`src/rtl/dbg_pkg.sv`:
```
package dbg_pkg;

    localparam int isa_width = 32;     // instruction and pc width
    localparam int isa_bytes = 4;      // bytes per word
    localparam int uart_len  = 8;      // data bits per character

    // single-byte opcodes on the serial line
    typedef enum logic [7:0] {
        op_signal  = 8'h01,            // to host, status frame header
        op_ok      = 8'h02,            // to host, ping answer
        op_ping    = 8'h03,
        op_pause   = 8'h04,
        op_resume  = 8'h05,            // followed by 4 breakpoint bytes
        op_next    = 8'h06,
        op_program = 8'h07             // followed by instruction words
    } dbg_op_e;

    typedef enum logic [2:0] {
        rx_idle,
        rx_start,                      // waiting for mid start bit
        rx_data,
        rx_stop,
        rx_wait                        // gap after stop bit
    } rx_state_e;

    typedef enum logic {
        tx_idle,
        tx_send
    } tx_state_e;

    typedef enum logic [1:0] {
        cmd_opcode,
        cmd_program,
        cmd_pc,
        cmd_next
    } cmd_state_e;

    typedef enum logic [1:0] {
        reply_idle,
        reply_ok,
        reply_frame
    } reply_state_e;

endpackage

```
`src/rtl/cmd_decode.sv`:
```
`timescale 1ns/1ps

module cmd_decode import dbg_pkg::*; (
    input  logic                 clk,
    input  logic                 rst_n,
    input  logic [uart_len-1:0]  rx_byte,
    input  logic                 rx_valid,
    input  logic                 line_quiet,
    input  logic                 reply_busy,
    output logic                 cmd_halt,
    output logic                 cmd_run,
    output logic                 cmd_step,
    output logic                 ping_req,
    output logic                 prog_we,
    output logic                 program_done,
    output logic [isa_width-1:0] breakpoint,
    output logic [isa_width-1:0] prog_addr,
    output logic [isa_width-1:0] prog_data
);

    localparam int idx_w = $clog2(isa_bytes);
    localparam logic [idx_w-1:0] last_byte = idx_w'(isa_bytes - 1);

    cmd_state_e       state;
    logic [idx_w-1:0] byte_idx;

    always_ff @(posedge clk or negedge rst_n) begin
        if (!rst_n) begin
            state        <= cmd_opcode;
            byte_idx     <= '0;
            cmd_halt     <= 1'b0;
            cmd_run      <= 1'b0;
            cmd_step     <= 1'b0;
            ping_req     <= 1'b0;
            prog_we      <= 1'b0;
            program_done <= 1'b0;
            breakpoint   <= '0;
            prog_addr    <= '1;                // first word lands at 0
            prog_data    <= '0;
        end else begin
            cmd_halt     <= 1'b0;
            cmd_run      <= 1'b0;
            cmd_step     <= 1'b0;
            ping_req     <= 1'b0;
            prog_we      <= 1'b0;
            program_done <= 1'b0;
            case (state)
                cmd_opcode: begin
                    byte_idx <= '0;
                    if (rx_valid) begin
                        case (dbg_op_e'(rx_byte))
                            op_ping:    ping_req <= !reply_busy;
                            op_pause:   cmd_halt <= !reply_busy;
                            op_resume:  state    <= cmd_pc;
                            op_next: begin
                                cmd_step <= 1'b1;
                                state    <= cmd_next;
                            end
                            op_program: state <= cmd_program;
                            default:    state <= cmd_opcode;   // unknown byte dropped
                        endcase
                    end
                end
                cmd_program: begin
                    if (line_quiet) begin
                        // end of stream, release the cpu from address 0
                        program_done <= 1'b1;
                        cmd_run      <= 1'b1;
                        breakpoint   <= '0;
                        prog_addr    <= '1;
                        state        <= cmd_opcode;
                    end else if (rx_valid) begin
                        prog_data <= {rx_byte, prog_data[isa_width-1:uart_len]};
                        byte_idx  <= byte_idx + 1'b1;
                        if (byte_idx == last_byte) begin
                            prog_we   <= 1'b1;
                            prog_addr <= prog_addr + 1'b1;
                        end
                    end
                end
                cmd_pc: begin
                    if (rx_valid) begin
                        breakpoint <= {rx_byte, breakpoint[isa_width-1:uart_len]};
                        byte_idx   <= byte_idx + 1'b1;
                        if (byte_idx == last_byte) begin
                            cmd_run <= 1'b1;           // sees new breakpoint next cycle
                            state   <= cmd_opcode;
                        end
                    end
                end
                cmd_next: state <= cmd_opcode;         // step cycle in flight
                default:  state <= cmd_opcode;
            endcase
        end
    end

endmodule

```
`src/rtl/debug_unit.sv`:
```
`timescale 1ns/1ps

module debug_unit import dbg_pkg::*; #(
    parameter int clks_per_bit = 868
) (
    input  logic                 clk,
    input  logic                 rst_n,
    input  logic                 uart_rx,
    output logic                 uart_tx,
    input  logic [isa_width-1:0] pc,
    output logic [isa_width-1:0] prog_addr,
    output logic [isa_width-1:0] prog_data,
    output logic                 prog_we,
    output logic                 program_done,
    output logic                 debug_pause
);

    logic [uart_len-1:0]  rx_byte;
    logic                 rx_valid;
    logic                 line_quiet;
    logic                 cmd_halt;
    logic                 cmd_run;
    logic                 cmd_step;
    logic                 ping_req;
    logic                 reply_busy;
    logic [isa_width-1:0] breakpoint;
    logic                 frame_req;
    logic [isa_width-1:0] frame_pc;
    logic [uart_len-1:0]  tx_byte;
    logic                 tx_start;
    logic                 tx_done;

    uart_rx #(.clks_per_bit(clks_per_bit)) u_uart_rx (
        .clk, .rst_n, .uart_rx, .rx_byte, .rx_valid, .line_quiet
    );

    // decode stage
    cmd_decode u_cmd_decode (
        .clk, .rst_n, .rx_byte, .rx_valid, .line_quiet, .reply_busy,
        .cmd_halt, .cmd_run, .cmd_step, .ping_req, .prog_we, .program_done,
        .breakpoint, .prog_addr, .prog_data
    );

    // execute stage
    run_control u_run_control (
        .clk, .rst_n, .pc, .breakpoint, .cmd_halt, .cmd_run, .cmd_step,
        .debug_pause, .frame_req, .frame_pc
    );

    // result stage
    reply_sender u_reply_sender (
        .clk, .rst_n, .ping_req, .frame_req, .frame_pc, .tx_done,
        .tx_byte, .tx_start, .reply_busy
    );

    uart_tx #(.clks_per_bit(clks_per_bit)) u_uart_tx (
        .clk, .rst_n, .tx_byte, .tx_start, .uart_tx, .tx_done
    );

endmodule

```
`src/rtl/reply_sender.sv`:
```
`timescale 1ns/1ps

module reply_sender import dbg_pkg::*; (
    input  logic                 clk,
    input  logic                 rst_n,
    input  logic                 ping_req,
    input  logic                 frame_req,
    input  logic [isa_width-1:0] frame_pc,
    input  logic                 tx_done,
    output logic [uart_len-1:0]  tx_byte,
    output logic                 tx_start,
    output logic                 reply_busy
);

    localparam int idx_w = $clog2(isa_bytes + 1);
    localparam logic [idx_w-1:0] last_byte = idx_w'(isa_bytes);

    reply_state_e         state;
    logic [idx_w-1:0]     byte_idx;    // pc bytes already queued
    logic [isa_width-1:0] pc_shift;

    always_ff @(posedge clk or negedge rst_n) begin
        if (!rst_n) begin
            state      <= reply_idle;
            byte_idx   <= '0;
            pc_shift   <= '0;
            tx_byte    <= '0;
            tx_start   <= 1'b0;
            reply_busy <= 1'b0;
        end else begin
            tx_start <= 1'b0;
            case (state)
                reply_idle: begin
                    byte_idx <= '0;
                    if (frame_req) begin           // frame wins over a ping
                        pc_shift   <= frame_pc;
                        tx_byte    <= op_signal;
                        tx_start   <= 1'b1;
                        reply_busy <= 1'b1;
                        state      <= reply_frame;
                    end else if (ping_req) begin
                        tx_byte    <= op_ok;
                        tx_start   <= 1'b1;
                        reply_busy <= 1'b1;
                        state      <= reply_ok;
                    end
                end
                reply_ok: begin
                    if (tx_done) begin
                        reply_busy <= 1'b0;
                        state      <= reply_idle;
                    end
                end
                reply_frame: begin
                    if (tx_done) begin
                        if (byte_idx == last_byte) begin
                            reply_busy <= 1'b0;
                            state      <= reply_idle;
                        end else begin
                            tx_byte  <= pc_shift[uart_len-1:0];   // lsb first
                            pc_shift <= pc_shift >> uart_len;
                            tx_start <= 1'b1;
                            byte_idx <= byte_idx + 1'b1;
                        end
                    end
                end
                default: state <= reply_idle;
            endcase
        end
    end

endmodule

```
`src/rtl/run_control.sv`:
```
`timescale 1ns/1ps

module run_control import dbg_pkg::*; (
    input  logic                 clk,
    input  logic                 rst_n,
    input  logic [isa_width-1:0] pc,
    input  logic [isa_width-1:0] breakpoint,
    input  logic                 cmd_halt,
    input  logic                 cmd_run,
    input  logic                 cmd_step,
    output logic                 debug_pause,
    output logic                 frame_req,
    output logic [isa_width-1:0] frame_pc
);

    logic armed;                       // breakpoint compare enabled
    logic stepping;                    // the single released cycle
    logic bp_hit;
    logic halt_now;

    assign bp_hit   = !debug_pause && armed && (pc == breakpoint);
    assign halt_now = stepping || cmd_halt || bp_hit;

    always_ff @(posedge clk or negedge rst_n) begin
        if (!rst_n) begin
            debug_pause <= 1'b1;
            frame_req   <= 1'b0;
            frame_pc    <= '0;
            armed       <= 1'b0;
            stepping    <= 1'b0;
        end else begin
            frame_req <= 1'b0;
            stepping  <= 1'b0;
            if (halt_now) begin
                debug_pause <= 1'b1;
                frame_pc    <= pc;             // pc of the last running cycle
                frame_req   <= 1'b1;
                armed       <= 1'b0;
            end else if (cmd_step) begin
                debug_pause <= 1'b0;
                stepping    <= 1'b1;
                armed       <= 1'b0;
            end else if (cmd_run) begin
                debug_pause <= 1'b0;
                // zero breakpoint means free run
                armed       <= |breakpoint;
            end
        end
    end

endmodule

```
`src/rtl/uart_rx.sv`:
```
`timescale 1ns/1ps

module uart_rx import dbg_pkg::*; #(
    parameter int clks_per_bit = 868
) (
    input  logic                clk,
    input  logic                rst_n,
    input  logic                uart_rx,
    output logic [uart_len-1:0] rx_byte,
    output logic                rx_valid,
    output logic                line_quiet
);

    localparam int cnt_w = $clog2(clks_per_bit);
    localparam int idx_w = $clog2(uart_len);
    localparam logic [cnt_w-1:0] full_cnt = cnt_w'(clks_per_bit - 1);
    localparam logic [cnt_w-1:0] half_cnt = cnt_w'(clks_per_bit / 2 - 1);
    localparam logic [idx_w-1:0] last_bit = idx_w'(uart_len - 1);

    rx_state_e        state;
    logic [cnt_w-1:0] cnt;
    logic [idx_w-1:0] bit_idx;
    logic             line_meta;
    logic             rx_bit;

    // two-stage synchronizer, idles high like the line
    always_ff @(posedge clk or negedge rst_n) begin
        if (!rst_n) begin
            line_meta <= 1'b1;
            rx_bit    <= 1'b1;
        end else begin
            line_meta <= uart_rx;
            rx_bit    <= line_meta;
        end
    end

    always_ff @(posedge clk or negedge rst_n) begin
        if (!rst_n) begin
            state      <= rx_idle;
            cnt        <= '0;
            bit_idx    <= '0;
            rx_byte    <= '0;
            rx_valid   <= 1'b0;
            line_quiet <= 1'b0;
        end else begin
            rx_valid   <= 1'b0;
            line_quiet <= 1'b0;
            case (state)
                rx_idle: begin
                    cnt     <= '0;
                    bit_idx <= '0;
                    if (!rx_bit)
                        state <= rx_start;
                end
                rx_start: begin
                    if (cnt == half_cnt) begin
                        cnt   <= '0;
                        state <= rx_bit ? rx_idle : rx_data;   // glitch if high again
                    end else begin
                        cnt <= cnt + 1'b1;
                    end
                end
                rx_data: begin
                    if (cnt == full_cnt) begin
                        cnt     <= '0;
                        rx_byte <= {rx_bit, rx_byte[uart_len-1:1]};   // lsb first
                        bit_idx <= bit_idx + 1'b1;
                        if (bit_idx == last_bit)
                            state <= rx_stop;
                    end else begin
                        cnt <= cnt + 1'b1;
                    end
                end
                rx_stop: begin
                    if (cnt == full_cnt) begin
                        cnt <= '0;
                        if (rx_bit) begin
                            rx_valid <= 1'b1;
                            state    <= rx_wait;
                        end else begin
                            state <= rx_idle;          // framing error, byte dropped
                        end
                    end else begin
                        cnt <= cnt + 1'b1;
                    end
                end
                rx_wait: begin
                    if (!rx_bit) begin
                        cnt   <= '0;
                        state <= rx_start;             // next char of the burst
                    end else if (cnt == full_cnt) begin
                        line_quiet <= 1'b1;
                        state      <= rx_idle;
                    end else begin
                        cnt <= cnt + 1'b1;
                    end
                end
                default: state <= rx_idle;
            endcase
        end
    end

endmodule

```
`src/rtl/uart_tx.sv`:
```
`timescale 1ns/1ps

module uart_tx import dbg_pkg::*; #(
    parameter int clks_per_bit = 868
) (
    input  logic                clk,
    input  logic                rst_n,
    input  logic [uart_len-1:0] tx_byte,
    input  logic                tx_start,
    output logic                uart_tx,
    output logic                tx_done
);

    localparam int cnt_w = $clog2(clks_per_bit);
    localparam int idx_w = $clog2(uart_len + 2);
    localparam logic [cnt_w-1:0] full_cnt = cnt_w'(clks_per_bit - 1);
    localparam logic [idx_w-1:0] last_bit = idx_w'(uart_len + 1);

    tx_state_e        state;
    logic [cnt_w-1:0] cnt;
    logic [idx_w-1:0] bit_idx;
    logic [uart_len:0] shift;          // data bits then stop bit

    always_ff @(posedge clk or negedge rst_n) begin
        if (!rst_n) begin
            state   <= tx_idle;
            cnt     <= '0;
            bit_idx <= '0;
            shift   <= '1;
            uart_tx <= 1'b1;
            tx_done <= 1'b0;
        end else begin
            tx_done <= 1'b0;
            case (state)
                tx_idle: begin
                    cnt     <= '0;
                    bit_idx <= '0;
                    if (tx_start) begin
                        shift   <= {1'b1, tx_byte};
                        uart_tx <= 1'b0;               // start bit
                        state   <= tx_send;
                    end
                end
                tx_send: begin
                    if (cnt == full_cnt) begin
                        cnt <= '0;
                        if (bit_idx == last_bit) begin
                            tx_done <= 1'b1;           // stop bit finished
                            state   <= tx_idle;
                        end else begin
                            uart_tx <= shift[0];
                            shift   <= {1'b1, shift[uart_len:1]};
                            bit_idx <= bit_idx + 1'b1;
                        end
                    end else begin
                        cnt <= cnt + 1'b1;
                    end
                end
                default: state <= tx_idle;
            endcase
        end
    end

endmodule

```
`config.mk`:
```
export PLATFORM = sky130hd
export DESIGN_NAME = debug_unit
export DESIGN_NICKNAME = d
export VERILOG_FILES = /design/src/rtl/dbg_pkg.sv /design/src/rtl/cmd_decode.sv /design/src/rtl/debug_unit.sv /design/src/rtl/reply_sender.sv /design/src/rtl/run_control.sv /design/src/rtl/uart_rx.sv /design/src/rtl/uart_tx.sv
export SDC_FILE = /design/constraint.sdc
export NUM_CORES = 1
export LEC_CHECK = 0
export ABC_CLOCK_PERIOD_IN_PS = 3200
export BUFFER_PORTS_ARGS = -buffer_cell sky130_fd_sc_hd__buf_2
export CAP_MARGIN = 20
export CORE_AREA = 2 2 196 159
export CTS_CLUSTER_SIZE = 14
export DETAILED_ROUTE_END_ITERATION = 7
export DIE_AREA = 0 0 198 161
export SLEW_MARGIN = 20
export SYNTH_ARGS = -nofsm -noshare
export SYNTH_HDL_FRONTEND = slang
export SYNTH_SLANG_ARGS = --single-unit
```
`constraint.sdc`:
```
create_clock -name clk -period 3.2 [get_ports clk]
set_input_delay 0.32 -clock clk [delete_from_list [all_inputs] [get_ports clk]]
set_output_delay 0.32 -clock clk [all_outputs]
set_load 0.01 [all_outputs]
```
* After elaboration in Yosys (flattened, before gate mapping)
Cells that the tools add are included.
** Storage, ports and cells
- Bits in registers :: 243
- Latch bits :: 0
- RAM bits :: 0
- ROM bits :: 0
- Bits of input ports :: 35
- Output and inout bits :: 68
- Logic and storage cells :: 238
- Memories kept :: 0
** Cells by class
- Add/sub/neg operators :: 7
- Multiply operators :: 0
- Div/mod/pow operators :: 0
- Order comparisons :: 0
- Equality and inequality tests :: 44
- Shifts and indexed selects :: 0
- Mux-type cells :: 112
- Bitwise operators :: 2
- Reduce and logical (&&, ||, !) cells :: 37
** Operators with widths (count)
- 32-bit 2-to-1 mux :: 8
- 32-bit case mux with 2 select lines :: 2
- 10-bit 2-to-1 mux :: 5
- 1-bit 2-to-1 mux :: 48
- 10-bit case mux with 4 select lines :: 1
- 3-bit 2-to-1 mux :: 11
- 32-bit by 1-bit adder with 32-bit output, second input constant :: 1
- 32-bit equality test :: 1
- 8-bit by 3-bit equality test with 1-bit output, second input constant :: 4
- 8-bit 2-to-1 mux :: 4
- 32-bit OR reduction :: 1
- 9-bit 2-to-1 mux :: 3
- 2-bit 2-to-1 mux :: 12
- 2-bit inequality test, second input constant :: 11
- 10-bit by 1-bit adder with 10-bit output, second input constant :: 2
- 10-bit equality test, second input constant :: 2
- 10-bit case mux with 2 select lines :: 1
- 9-bit case mux with 2 select lines :: 1
- 2-bit by 1-bit inequality test with 1-bit output, second input constant :: 8
- 2-bit case mux with 4 select lines :: 2
- 8-bit case mux with 2 select lines :: 1
- 3-bit case mux with 5 select lines :: 1
- 3-bit AND reduction :: 5
- 2-bit case mux with 3 select lines :: 2
- other kinds (31) :: 65

* Longest topological paths before layout
Gate-level depths: netlist of run 1.
- Depth in word-level cells :: 5
- Mapped depth :: 9
- Mapped depth without buffers :: 7

* Cells and area by module
From an unflattened synthesis of run 1, not the netlist that was laid out.
** Unflattened totals
- Cells, all modules :: 1085
- Area, all modules :: 12213.0 um2
** Modules (own cells, without submodules)
- cmd_decode :: times used 1, cells each 370, area each 4599.4 um2, seq. area each 2692.6 um2
- run_control :: times used 1, cells each 296, area each 2542.4 um2, seq. area each 902.1 um2
- reply_sender :: times used 1, cells each 181, area each 2362.3 um2, seq. area each 1176.1 um2
- uart_rx :: times used 1, cells each 127, area each 1420.1 um2, seq. area each 703.2 um2
- uart_tx :: times used 1, cells each 111, area each 1288.7 um2, seq. area each 636.9 um2

* Least setup slack after synthesis of run 1
No wires, ideal clock.
- Kind :: flip-flop to flip-flop
- Start point :: reg u_cmd_decode.state[1]
- End point :: reg u_cmd_decode.prog_addr[27]
- Library setup time :: 64 ps
- Arrival :: 2431 ps
- Data required time :: 3136 ps
- Slack :: 705 ps
- Stages on the path, launching flop included :: 10
- Path buffers :: 2
- Period minus slack after synthesis :: 2495 ps
- Path through :: dfrtp_1 -> inv_1 -> ha_1 -> buf_4 -> nand2_2 -> or4_4 -> buf_6 -> or4_4 -> or3_1 -> nand3_1
** On the way
- Word-level cells in the longest chain between the ends :: 2
** RTL lines
- from (decl) :: RTL line cmd_decode.sv:24 : cmd_state_e state;
- from (signal assigned) :: RTL line cmd_decode.sv:29 : state <= cmd_opcode;
- from (signal assigned) :: RTL line cmd_decode.sv:54 : op_resume: state <= cmd_pc;
- from (signal assigned) :: RTL line cmd_decode.sv:57 : state <= cmd_next;
- 2-bit by 1-bit equality test with 1-bit output :: RTL line cmd_decode.sv:47 : case (state)
- 3-bit AND reduction (no line)
- to (signal assigned) :: RTL line cmd_decode.sv:77 : prog_addr <= prog_addr + 1'b1;
- to (decl) :: RTL line cmd_decode.sv:17 : output logic [isa_width-1:0] prog_addr,
Every way passes these cells.
A chain may end at the register's enable or synchronous reset.

* Final worst setup path of run 1
- Start point :: reg u_cmd_decode.state[1]
- End point :: reg u_cmd_decode.prog_addr[30]
The elaborated chain is that of the path after synthesis.

==> run_summary.xml, run 1 <==
<?xml version="1.0" encoding="UTF-8"?>
<metrics>
  <group name="placement">
    <metric name="placement.cell_area" unit="sq um">12800</metric>
    <metric name="place.detailed.hpwl" unit="um">18700</metric>
    <metric name="gp_congestion" unit="">0.834</metric>
    <metric name="io_buffers" unit="">102</metric>
    <metric name="pre_cts_setup_slack" unit="ns">0.437</metric>
  </group>
  <group name="worst_setup_path">
    <metric name="startpoint_type" unit="">register</metric>
    <metric name="critPathArrivalTime" unit="ns">3.22</metric>
    <metric name="r2r_end" unit="">u_cmd_decode.prog_addr[30]</metric>
    <metric name="worstPathRequired" unit="ns">3.67</metric>
    <metric name="timing.rr.start" unit="">u_cmd_decode.state[1]</metric>
    <metric name="r2r.worst_path.cells" unit="">7</metric>
    <metric name="crit_path_capture_type" unit="">register</metric>
    <metric name="setup.reg_to_reg.worst_slack" unit="ns">0.45</metric>
    <metric name="timing.setup.critical_path_class" unit="">reg -&gt; reg</metric>
    <metric name="worstPathMaxFanout" unit="">9</metric>
  </group>
  <group name="yosys">
    <metric name="synth_area_leaders" unit="">dfrtp_1 42%, dfstp_2 9.8%, nand2_1 5.0%</metric>
    <metric name="netlist_instances" unit="">1193</metric>
    <metric name="synth_top_cell_by_area" unit="">dfrtp_1</metric>
    <metric name="yosysWarnings" unit="">0</metric>
    <metric name="synth_area" unit="sq um">11800</metric>
    <metric name="synth_top_area_share" unit="">0.419</metric>
    <metric name="syn-mean-instance-area" unit="sq um">9.92</metric>
    <metric name="net_count_of_the_mapped_netlist" unit="">1247</metric>
    <metric name="yosys_most_used_dff" unit="">dfrtp_1</metric>
    <metric name="synth_async_sr_flop_share" unit="">1.00</metric>
    <metric name="synth-seq-cells" unit="">242</metric>
    <metric name="synthDistinctLibCells" unit="">60</metric>
    <metric name="synth-seq-area-share" unit="">0.517</metric>
    <metric name="synth-edff-count" unit="">0</metric>
  </group>
  <group name="power_and_ir_drop">
    <metric name="internal_power_summed_over_all_cells" unit="mW">4.87</metric>
    <metric name="power_frac_seq" unit="">0.492</metric>
    <metric name="pwr_density_cell" unit="nW/um^2">456</metric>
    <metric name="leakagePower" unit="nW">6.72</metric>
    <metric name="vdd.ir_drop.worst" unit="uV">347</metric>
    <metric name="p_sw_frac" unit="">0.220</metric>
    <metric name="clock_power_share" unit="">0.485</metric>
    <metric name="p_comb_frac" unit="">0.023</metric>
    <metric name="total_switching_power" unit="mW">1.37</metric>
  </group>
  <group name="global_routing">
    <metric name="first_global_vias" unit="">8799</metric>
    <metric name="grt_pass1_wl" unit="um">47300</metric>
    <metric name="track_usage" unit="">0.180</metric>
    <metric name="grt_overflow_total" unit="">0</metric>
    <metric name="grt_antenna_before_repair" unit="">1</metric>
    <metric name="grt_max_degree" unit="">114</metric>
  </group>
  <group name="cells_and_area">
    <metric name="multi_input_comb_area" unit="sq um">5370</metric>
    <metric name="layout-drive-gt1-share" unit="">0.206</metric>
    <metric name="nets" unit="">1332</metric>
    <metric name="final_common_cell" unit="">dfrtp_1</metric>
    <metric name="layout.area.seq" unit="sq um">6110</metric>
    <metric name="layout_common_cells" unit="">198 x dfrtp_1, 158 x nand2_1, 101 x buf_2</metric>
    <metric name="final_design_area_no_fill" unit="sq um">13700</metric>
    <metric name="final_core_area_utilization" unit="">0.456</metric>
    <metric name="area_growth_syn_to_layout" unit="%">15.8</metric>
    <metric name="fill_cells" unit="">2863</metric>
  </group>
  <group name="clocking">
    <metric name="postCtsSetupRepairBufs" unit="">0</metric>
    <metric name="htree_num_levels" unit="">1</metric>
    <metric name="postCtsResizedCells" unit="">0</metric>
    <metric name="cts.path.max_buffers" unit="">3</metric>
    <metric name="tritoncts_num_sinks" unit="">242</metric>
    <metric name="clk_pin_slew_worst_paths" unit="ns">0.06</metric>
    <metric name="clock-root-buffer" unit="">clkbuf_16</metric>
    <metric name="worstSkewPairLatency" unit="ns">0.54</metric>
    <metric name="tritoncts" unit="">done</metric>
    <metric name="tritoncts_buffer_count" unit="">28</metric>
  </group>
  <group name="timing">
    <metric name="rsz_0062_raised_after_global_routing" unit="">no</metric>
    <metric name="timing_worst_slew_pin_value" unit="ns">0.891</metric>
    <metric name="postLayoutSetupSlackWorst" unit="ns">0.447</metric>
    <metric name="finalCriticalPeriod" unit="ns">2.75</metric>
    <metric name="fin_crit_sh" unit="">0.860</metric>
    <metric name="skew" unit="ns">0.00914</metric>
    <metric name="timing.hold.ws" unit="ns">0.0817</metric>
    <metric name="max_clock_freq" unit="MHz">363</metric>
    <metric name="max-slew-margin-rel" unit="">0.406</metric>
    <metric name="setup_tns" unit="ns">0</metric>
    <metric name="final-setup-viol-count" unit="">0</metric>
    <metric name="timing_hold_violations_final" unit="">0</metric>
    <metric name="drv_slew" unit="">0</metric>
  </group>
  <group name="route">
    <metric name="drt_iter0_markers" unit="">566</metric>
    <metric name="drt_pre_antenna_iters" unit="">6</metric>
    <metric name="via_per_instance_ratio" unit="">5.29</metric>
    <metric name="drt.antenna.violating_nets" unit="">0</metric>
    <metric name="detail_route.wirelength" unit="um">28400</metric>
    <metric name="route.detailed.drc" unit="">0</metric>
    <metric name="via_count" unit="">9068</metric>
    <metric name="wire_per_inst" unit="um">16.6</metric>
  </group>
  <group name="min_path">
    <metric name="min_to" unit="">u_run_control.frame_pc[16]</metric>
    <metric name="holdPathStages" unit="">3</metric>
    <metric name="hold_class" unit="">in -&gt; reg</metric>
    <metric name="worstHoldStart" unit="">pc[16]</metric>
  </group>
  <group name="die">
    <metric name="floorplan.io_pins" unit="">103</metric>
    <metric name="die_area" unit="sq um">31900</metric>
    <metric name="die_w" unit="um">198</metric>
    <metric name="num_rows" unit="">57</metric>
    <metric name="start_util" unit="">0.394</metric>
    <metric name="die-height" unit="um">161</metric>
    <metric name="core-area" unit="sq um">30000</metric>
  </group>
  <group name="job">
    <metric name="cap_viol_max_count" unit="">0</metric>
  </group>
  <group name="outcome">
    <metric name="run_status" unit="">completed</metric>
  </group>
</metrics>
==> per-layer routing <==
| metal | routed length (um) | part of all wire | vias up | track usage |
|---|---|---|---|---|
| li1 | - | - | 4378 | - |
| met1 | 13600 | 0.48 | 4416 | 0.265 |
| met2 | 12600 | 0.44 | 228 | 0.269 |
| met3 | 1670 | 0.059 | 46 | 0.0374 |
| met4 | 606 | 0.021 | 0 | 0.0475 |
| met5 | 0 | 0 | - | 0 |
==> sequential cells by signal, indices dropped and copies added (netlist names), 3 cells and up <==
name,cells
u_cmd_decode.breakpoint,32
u_cmd_decode.prog_addr,32
u_cmd_decode.prog_data,32
u_reply_sender.byte_idx,3
u_reply_sender.pc_shift,32
u_reply_sender.tx_byte,8
u_run_control.frame_pc,32
u_uart_rx.bit_idx,3
u_uart_rx.cnt,10
u_uart_rx.rx_byte,8
u_uart_rx.state,3
u_uart_tx.bit_idx,4
u_uart_tx.cnt,10
u_uart_tx.shift,8
==> cells by family after synthesis <==
group           share of synthesized area
simple gates                        0.211
flops                               0.517
compound gates                      0.100
buf+inv                            0.0313
mux                                0.0697
xor+xnor                           0.0511
fa+ha+maj                          0.0201
==> what timing repair did <==
item,CTS,global route
endpoints found under the hold margin,77,0
hold buffers,2,0
endpoints found under the setup margin,0,0
==> worst max-delay path, stage by stage, from the launching register on <==
cell and delay, ns:
dfrtp_1 0.41, inv_1 0.09, ha_1 0.36, nand2_2 0.15
or4_1 0.68, nor4_2 0.63, a31oi_1 0.15, o21ai_0 0.20
==> synth_stat cells, types with 34 or more instances <==
| cell | n |
|---|---|
| clkbuf_1 | 63 |
| nor2_1 | 57 |
| nand4_1 | 47 |
| nand3_1 | 95 |
| mux2_2 | 43 |
| xor2_1 | 35 |
| dfrtp_1 | 198 |
| mux2i_1 | 34 |
| o21ai_0 | 100 |
| nand2_1 | 158 |
| xnor2_1 | 34 |
| dfstp_2 | 44 |
| and2_1 | 37 |
==> cell type report <==
type	instances	share of cell area
Clock buffer	40	0.0566
Tap cell	413	0.0377
Sequential cell	242	0.446
Inverter	23	0.00630
Antenna cell	1	0.000183
Timing Repair Buffer	127	0.0539
Multi-Input combinational cell	856	0.392
Clock inverter	11	0.00694
==> worst max path at each step <==
stage                               start                         end  slack, ns  cells past startpoint
CTS                 u_cmd_decode.state[1]  u_cmd_decode.prog_addr[30]       0.41                      7
detailed placement  u_cmd_decode.state[1]  u_cmd_decode.prog_addr[30]       0.44                      7
global placement    u_cmd_decode.state[1]  u_cmd_decode.prog_addr[26]       0.55                      7
finish              u_cmd_decode.state[1]  u_cmd_decode.prog_addr[30]       0.45                      7
global route        u_cmd_decode.state[1]  u_cmd_decode.prog_addr[30]       0.18                      7
floorplan           u_cmd_decode.state[1]  u_cmd_decode.prog_addr[27]       0.71                      9
==> stage by stage <==
stage,instances,power (mW)
final,1713,6.24
after global routing,1712,6.47
after CTS,1712,6.33
after detailed placement,1659,3.27
after global placement,1659,3.27
after floorplan,1193,3.14
==> power by group through the flow <==
stage	registers (mW)	clock network, mW	logic (mW)
floorplan	3.12	0	0.0216
global route	3.07	3.24	0.165
CTS	3.07	3.11	0.150
finish	3.07	3.03	0.147
detailed placement	3.12	0	0.148
global placement	3.12	0	0.147
No activity file was read; power rests on OpenSTA's default activity.
==> run 2, diff against run 1 <==
ABC_AREA = 1   (was unset)
BUFFER_PORTS_ARGS = unset   (was -buffer_cell sky130_fd_sc_hd__buf_2)
CAP_MARGIN = 15   (was 20)
CORE_AREA = 2 2 195 159   (was 2 2 196 159)
DIE_AREA = 0 0 197 161   (was 0 0 198 161)
DONT_BUFFER_PORTS = 1   (was unset)
==> run 2 against run 1 <==
Effect of this change: the flow now finishes with violations (negative hold slack); sequential cell count is the same; power grew 8.6%; largest cell class unchanged; routed wire length shrank 3.9%.
==> run_summary.xml, run 2 <==
<?xml version="1.0" encoding="UTF-8"?>
<metrics>
  <group name="cells_and_area">
    <metric name="area_growth_syn_to_layout" unit="%">14.0</metric>
    <metric name="final_core_area_utilization" unit="">0.450</metric>
    <metric name="layout-drive-gt1-share" unit="">0.111</metric>
    <metric name="nets" unit="">1486</metric>
    <metric name="fill_cells" unit="">2869</metric>
    <metric name="antennaDiodeCount" unit="">0</metric>
    <metric name="final_common_cell" unit="">nand2_1</metric>
    <metric name="layout_common_cells" unit="">361 x nand2_1, 198 x dfrtp_1, 147 x inv_1</metric>
    <metric name="final-instance-count-excl-fill" unit="">1834</metric>
  </group>
  <group name="worst_setup_path">
    <metric name="slowest_delay" unit="ns">0.47</metric>
    <metric name="worst_path_dominant_cell_family" unit="">buffers and inverters</metric>
    <metric name="worstPathMaxFanout" unit="">64</metric>
    <metric name="critical_path.n_buffers_inverters" unit="">3</metric>
    <metric name="critPathArrivalTime" unit="ns">2.80</metric>
    <metric name="chain_of_cells_forming_the_critical_path" unit="">inv_1 -&gt; ha_1 -&gt; nand2_2 -&gt; inv_2 -&gt; a21oi_1 -&gt; a21oi_4 -&gt; buf_4 -&gt; nand3_1 -&gt; o21ai_0</metric>
    <metric name="worstPathRequired" unit="ns">3.64</metric>
    <metric name="crit_path_capture_type" unit="">register</metric>
    <metric name="timing.setup.critical_path_class" unit="">reg -&gt; reg</metric>
    <metric name="cp_slowest_cell" unit="">buf_4</metric>
    <metric name="startpoint_type" unit="">register</metric>
  </group>
  <group name="clocking">
    <metric name="htree_num_levels" unit="">1</metric>
    <metric name="tritoncts_buffer_count" unit="">27</metric>
    <metric name="worstSkewPairLatency" unit="ns">0.52</metric>
    <metric name="tritoncts_num_sinks" unit="">242</metric>
    <metric name="cts.path.max_buffers" unit="">3</metric>
    <metric name="clock-root-buffer" unit="">clkbuf_16</metric>
    <metric name="postCtsSetupRepairBufs" unit="">0</metric>
    <metric name="holdBufCountCts" unit="">33</metric>
    <metric name="clk_pin_slew_worst_paths" unit="ns">0.06</metric>
    <metric name="tritoncts" unit="">done</metric>
  </group>
  <group name="route">
    <metric name="wl_met2" unit="um">12200</metric>
    <metric name="drt_pre_antenna_iters" unit="">5</metric>
    <metric name="via_per_instance_ratio" unit="">5.02</metric>
    <metric name="route.detailed.drc" unit="">0</metric>
    <metric name="via_count" unit="">9214</metric>
    <metric name="wire_per_inst" unit="um">14.9</metric>
    <metric name="top_layer" unit="">met4</metric>
    <metric name="met1Wirelength" unit="um">13200</metric>
    <metric name="detail_route.wirelength" unit="um">27300</metric>
    <metric name="drt.antenna.violating_nets" unit="">0</metric>
    <metric name="wl_met3" unit="um">1440</metric>
    <metric name="drt_iter0_markers" unit="">695</metric>
  </group>
  <group name="placement">
    <metric name="pre_cts_setup_slack" unit="ns">0.883</metric>
    <metric name="numPlacedInstances" unit="">1753</metric>
    <metric name="io_buffers" unit="">0</metric>
    <metric name="place.detailed.hpwl" unit="um">18500</metric>
    <metric name="gp_congestion" unit="">0.869</metric>
  </group>
  <group name="yosys">
    <metric name="synth-simple-area-share" unit="">0.269</metric>
    <metric name="synth_top_area_share" unit="">0.421</metric>
    <metric name="yosysWarnings" unit="">0</metric>
    <metric name="synthMuxAreaShare" unit="">0.00851</metric>
    <metric name="synth_async_sr_flop_share" unit="">1.00</metric>
    <metric name="yosys.area_share.adder" unit="">0.0202</metric>
    <metric name="synth_top_cell_by_area" unit="">dfrtp_1</metric>
    <metric name="combinational_family_with_the_most_area_after_synthesis" unit="">simple AND/OR/NAND/NOR gates</metric>
    <metric name="synth-compound-area-share" unit="">0.0988</metric>
    <metric name="net_count_of_the_mapped_netlist" unit="">1465</metric>
    <metric name="synth-seq-area-share" unit="">0.520</metric>
    <metric name="synth-seq-cells" unit="">242</metric>
    <metric name="synth_area_leaders" unit="">dfrtp_1 42%, nand2_1 12%, dfstp_2 9.8%</metric>
    <metric name="netlist_instances" unit="">1411</metric>
    <metric name="syn-mean-instance-area" unit="sq um">8.34</metric>
    <metric name="synthXorXnorAreaFrac" unit="">0.0119</metric>
    <metric name="synthDistinctLibCells" unit="">56</metric>
    <metric name="netlist_top_cells_count" unit="">362 x nand2_1, 198 x dfrtp_1, 147 x inv_1</metric>
    <metric name="yosys_most_used_dff" unit="">dfrtp_1</metric>
    <metric name="synth_area" unit="sq um">11800</metric>
    <metric name="synth.most_common_cell" unit="">nand2_1</metric>
    <metric name="synth-edff-count" unit="">0</metric>
  </group>
  <group name="power_and_ir_drop">
    <metric name="p_comb_frac" unit="">0.017</metric>
    <metric name="internal_power_summed_over_all_cells" unit="mW">5.45</metric>
    <metric name="p_sw_frac" unit="">0.196</metric>
    <metric name="leakagePower" unit="nW">6.11</metric>
    <metric name="total_switching_power" unit="mW">1.33</metric>
    <metric name="clock_power_share" unit="">0.521</metric>
    <metric name="pwr_density_cell" unit="nW/um^2">506</metric>
    <metric name="vdd.ir_drop.worst" unit="uV">343</metric>
    <metric name="fin_total_pwr" unit="mW">6.78</metric>
    <metric name="power_frac_seq" unit="">0.462</metric>
  </group>
  <group name="timing">
    <metric name="finalCriticalPeriod" unit="ns">2.35</metric>
    <metric name="timing_hold_violations_final" unit="">207</metric>
    <metric name="final-setup-viol-count" unit="">0</metric>
    <metric name="drv_slew" unit="">0</metric>
    <metric name="setup_tns" unit="ns">0</metric>
    <metric name="rsz_0062_raised_after_global_routing" unit="">no</metric>
    <metric name="postLayoutSetupSlackWorst" unit="ns">0.846</metric>
    <metric name="skew" unit="ns">0.00838</metric>
    <metric name="fin_crit_sh" unit="">0.736</metric>
    <metric name="max_clock_freq" unit="MHz">425</metric>
    <metric name="max-slew-margin-rel" unit="">0.352</metric>
    <metric name="timing.hold.ws" unit="ns">-0.512</metric>
    <metric name="timing_worst_slew_pin_value" unit="ns">0.971</metric>
  </group>
  <group name="global_routing">
    <metric name="first_global_vias" unit="">8778</metric>
    <metric name="grt_antenna_before_repair" unit="">0</metric>
    <metric name="grt_overflow_total" unit="">0</metric>
    <metric name="track_usage" unit="">0.175</metric>
    <metric name="grt_pass1_wl" unit="um">45700</metric>
    <metric name="grt_max_degree" unit="">243</metric>
  </group>
  <group name="die">
    <metric name="floorplan.io_pins" unit="">103</metric>
    <metric name="die-height" unit="um">161</metric>
    <metric name="start_util" unit="">0.395</metric>
    <metric name="core-area" unit="sq um">29800</metric>
    <metric name="die_w" unit="um">197</metric>
    <metric name="die_area" unit="sq um">31700</metric>
    <metric name="num_rows" unit="">57</metric>
  </group>
  <group name="outcome">
    <metric name="run_status" unit="">complete, but fails checks</metric>
    <metric name="failing_checks" unit="">negative hold slack</metric>
  </group>
  <group name="min_path">
    <metric name="hold_class" unit="">in -&gt; async</metric>
  </group>
  <group name="job">
    <metric name="cap_viol_max_count" unit="">0</metric>
  </group>
</metrics>
-- run 2: changes by cell type in the layout (fill, tap and decap cells not counted), moves of 22 or more --
cell,before,now
nand2_1,158,361
inv_1,22,147
buf_2,101,0
nor2_1,57,117
nand3_1,95,140
and2_1,37,1
mux2_2,43,8
mux2i_1,34,1
a22oi_1,32,1
dlygate4sd3_1,2,33
nand4_1,47,19
xnor2_1,34,6
xor2_1,35,10
a31oi_1,4,26
-- run 2: path summary, 6_finish.rpt --
check | start | to | slack [ns] | cells past startpoint
hold reg to reg | u_uart_rx.line_meta | u_uart_rx.rx_bit | 0.35 | 0
hold / removal | rst_n | u_run_control.frame_pc[2] | -0.51 | 0
setup / recovery | u_cmd_decode.state[1] | u_cmd_decode.breakpoint[8] | 0.85 | 9
max in group asynchronous | rst_n | u_cmd_decode.program_done | 3.08 | 0
setup reg to reg | u_cmd_decode.state[1] | u_cmd_decode.breakpoint[8] | 0.85 | 9
min in group clk | uart_rx | u_uart_rx.line_meta | 0.34 | 1
-- run 2: logic make-up (layout without fill, tap and decap cells) --
| group | count (synthesis) | count (layout) |
|---|---|---|
| flops | 242 | 242 |
| simple gates | 708 | 708 |
| mux | 9 | 9 |
| buf+inv | 207 | 247 |
| fa+ha+maj | 19 | 19 |
| xor+xnor | 16 | 16 |
| compound gates | 210 | 210 |
-- run 2: power groups by stage --
stage	combinational [mW]	clock, mW	sequential (mW)
finish	0.116	3.53	3.13
floorplan	0.0684	0	3.18
CTS	0.115	3.62	3.13
global route	0.132	3.76	3.13
detailed placement	0.0785	0	3.19
global placement	0.0767	0	3.19
-- run 2: per-layer routing --
metal,up-vias,track usage
met5,-,0
met4,0,0.0335
met3,33,0.0359
met2,194,0.271
met1,4360,0.255
li1,4627,-
-- run 2: repair_timing --
item | in CTS | in global routing
endpoints found under the setup margin | 0 | 0
endpoints found under the hold margin | 275 | 242
gates resized for setup | 0 | 0
-- run 2: worst reg2reg max path, delay by kind of cell, from the launching register on --
kind	cells	cell delay, ns
simple gates	2	0.43
flops	1	0.41
fa+ha+maj	1	0.20
buf+inv	3	0.88
compound gates	3	0.36
-- run 2: cell type report --
type                       count  area [sq um]  share of cell area
clock buffer                  34           742              0.0554
clock inverter                14           279              0.0208
inverter                     159           604              0.0451
multi-input combinational    962          4810               0.359
sequential                   242          6110               0.456
tap                          383           479              0.0358
timing repair buffer          40           383              0.0286
-- run 2: stage by stage --
| step | hold slack, ns | instance area, sq um |
|---|---|---|
| final | -0.512 | 13400 |
| after global routing | -0.538 | 13400 |
| after CTS | -0.516 | 13400 |
| after detailed placement | 0.0431 | 12100 |
| after global placement | 0.0428 | 12100 |
| after floorplan | 0.0244 | 11800 |
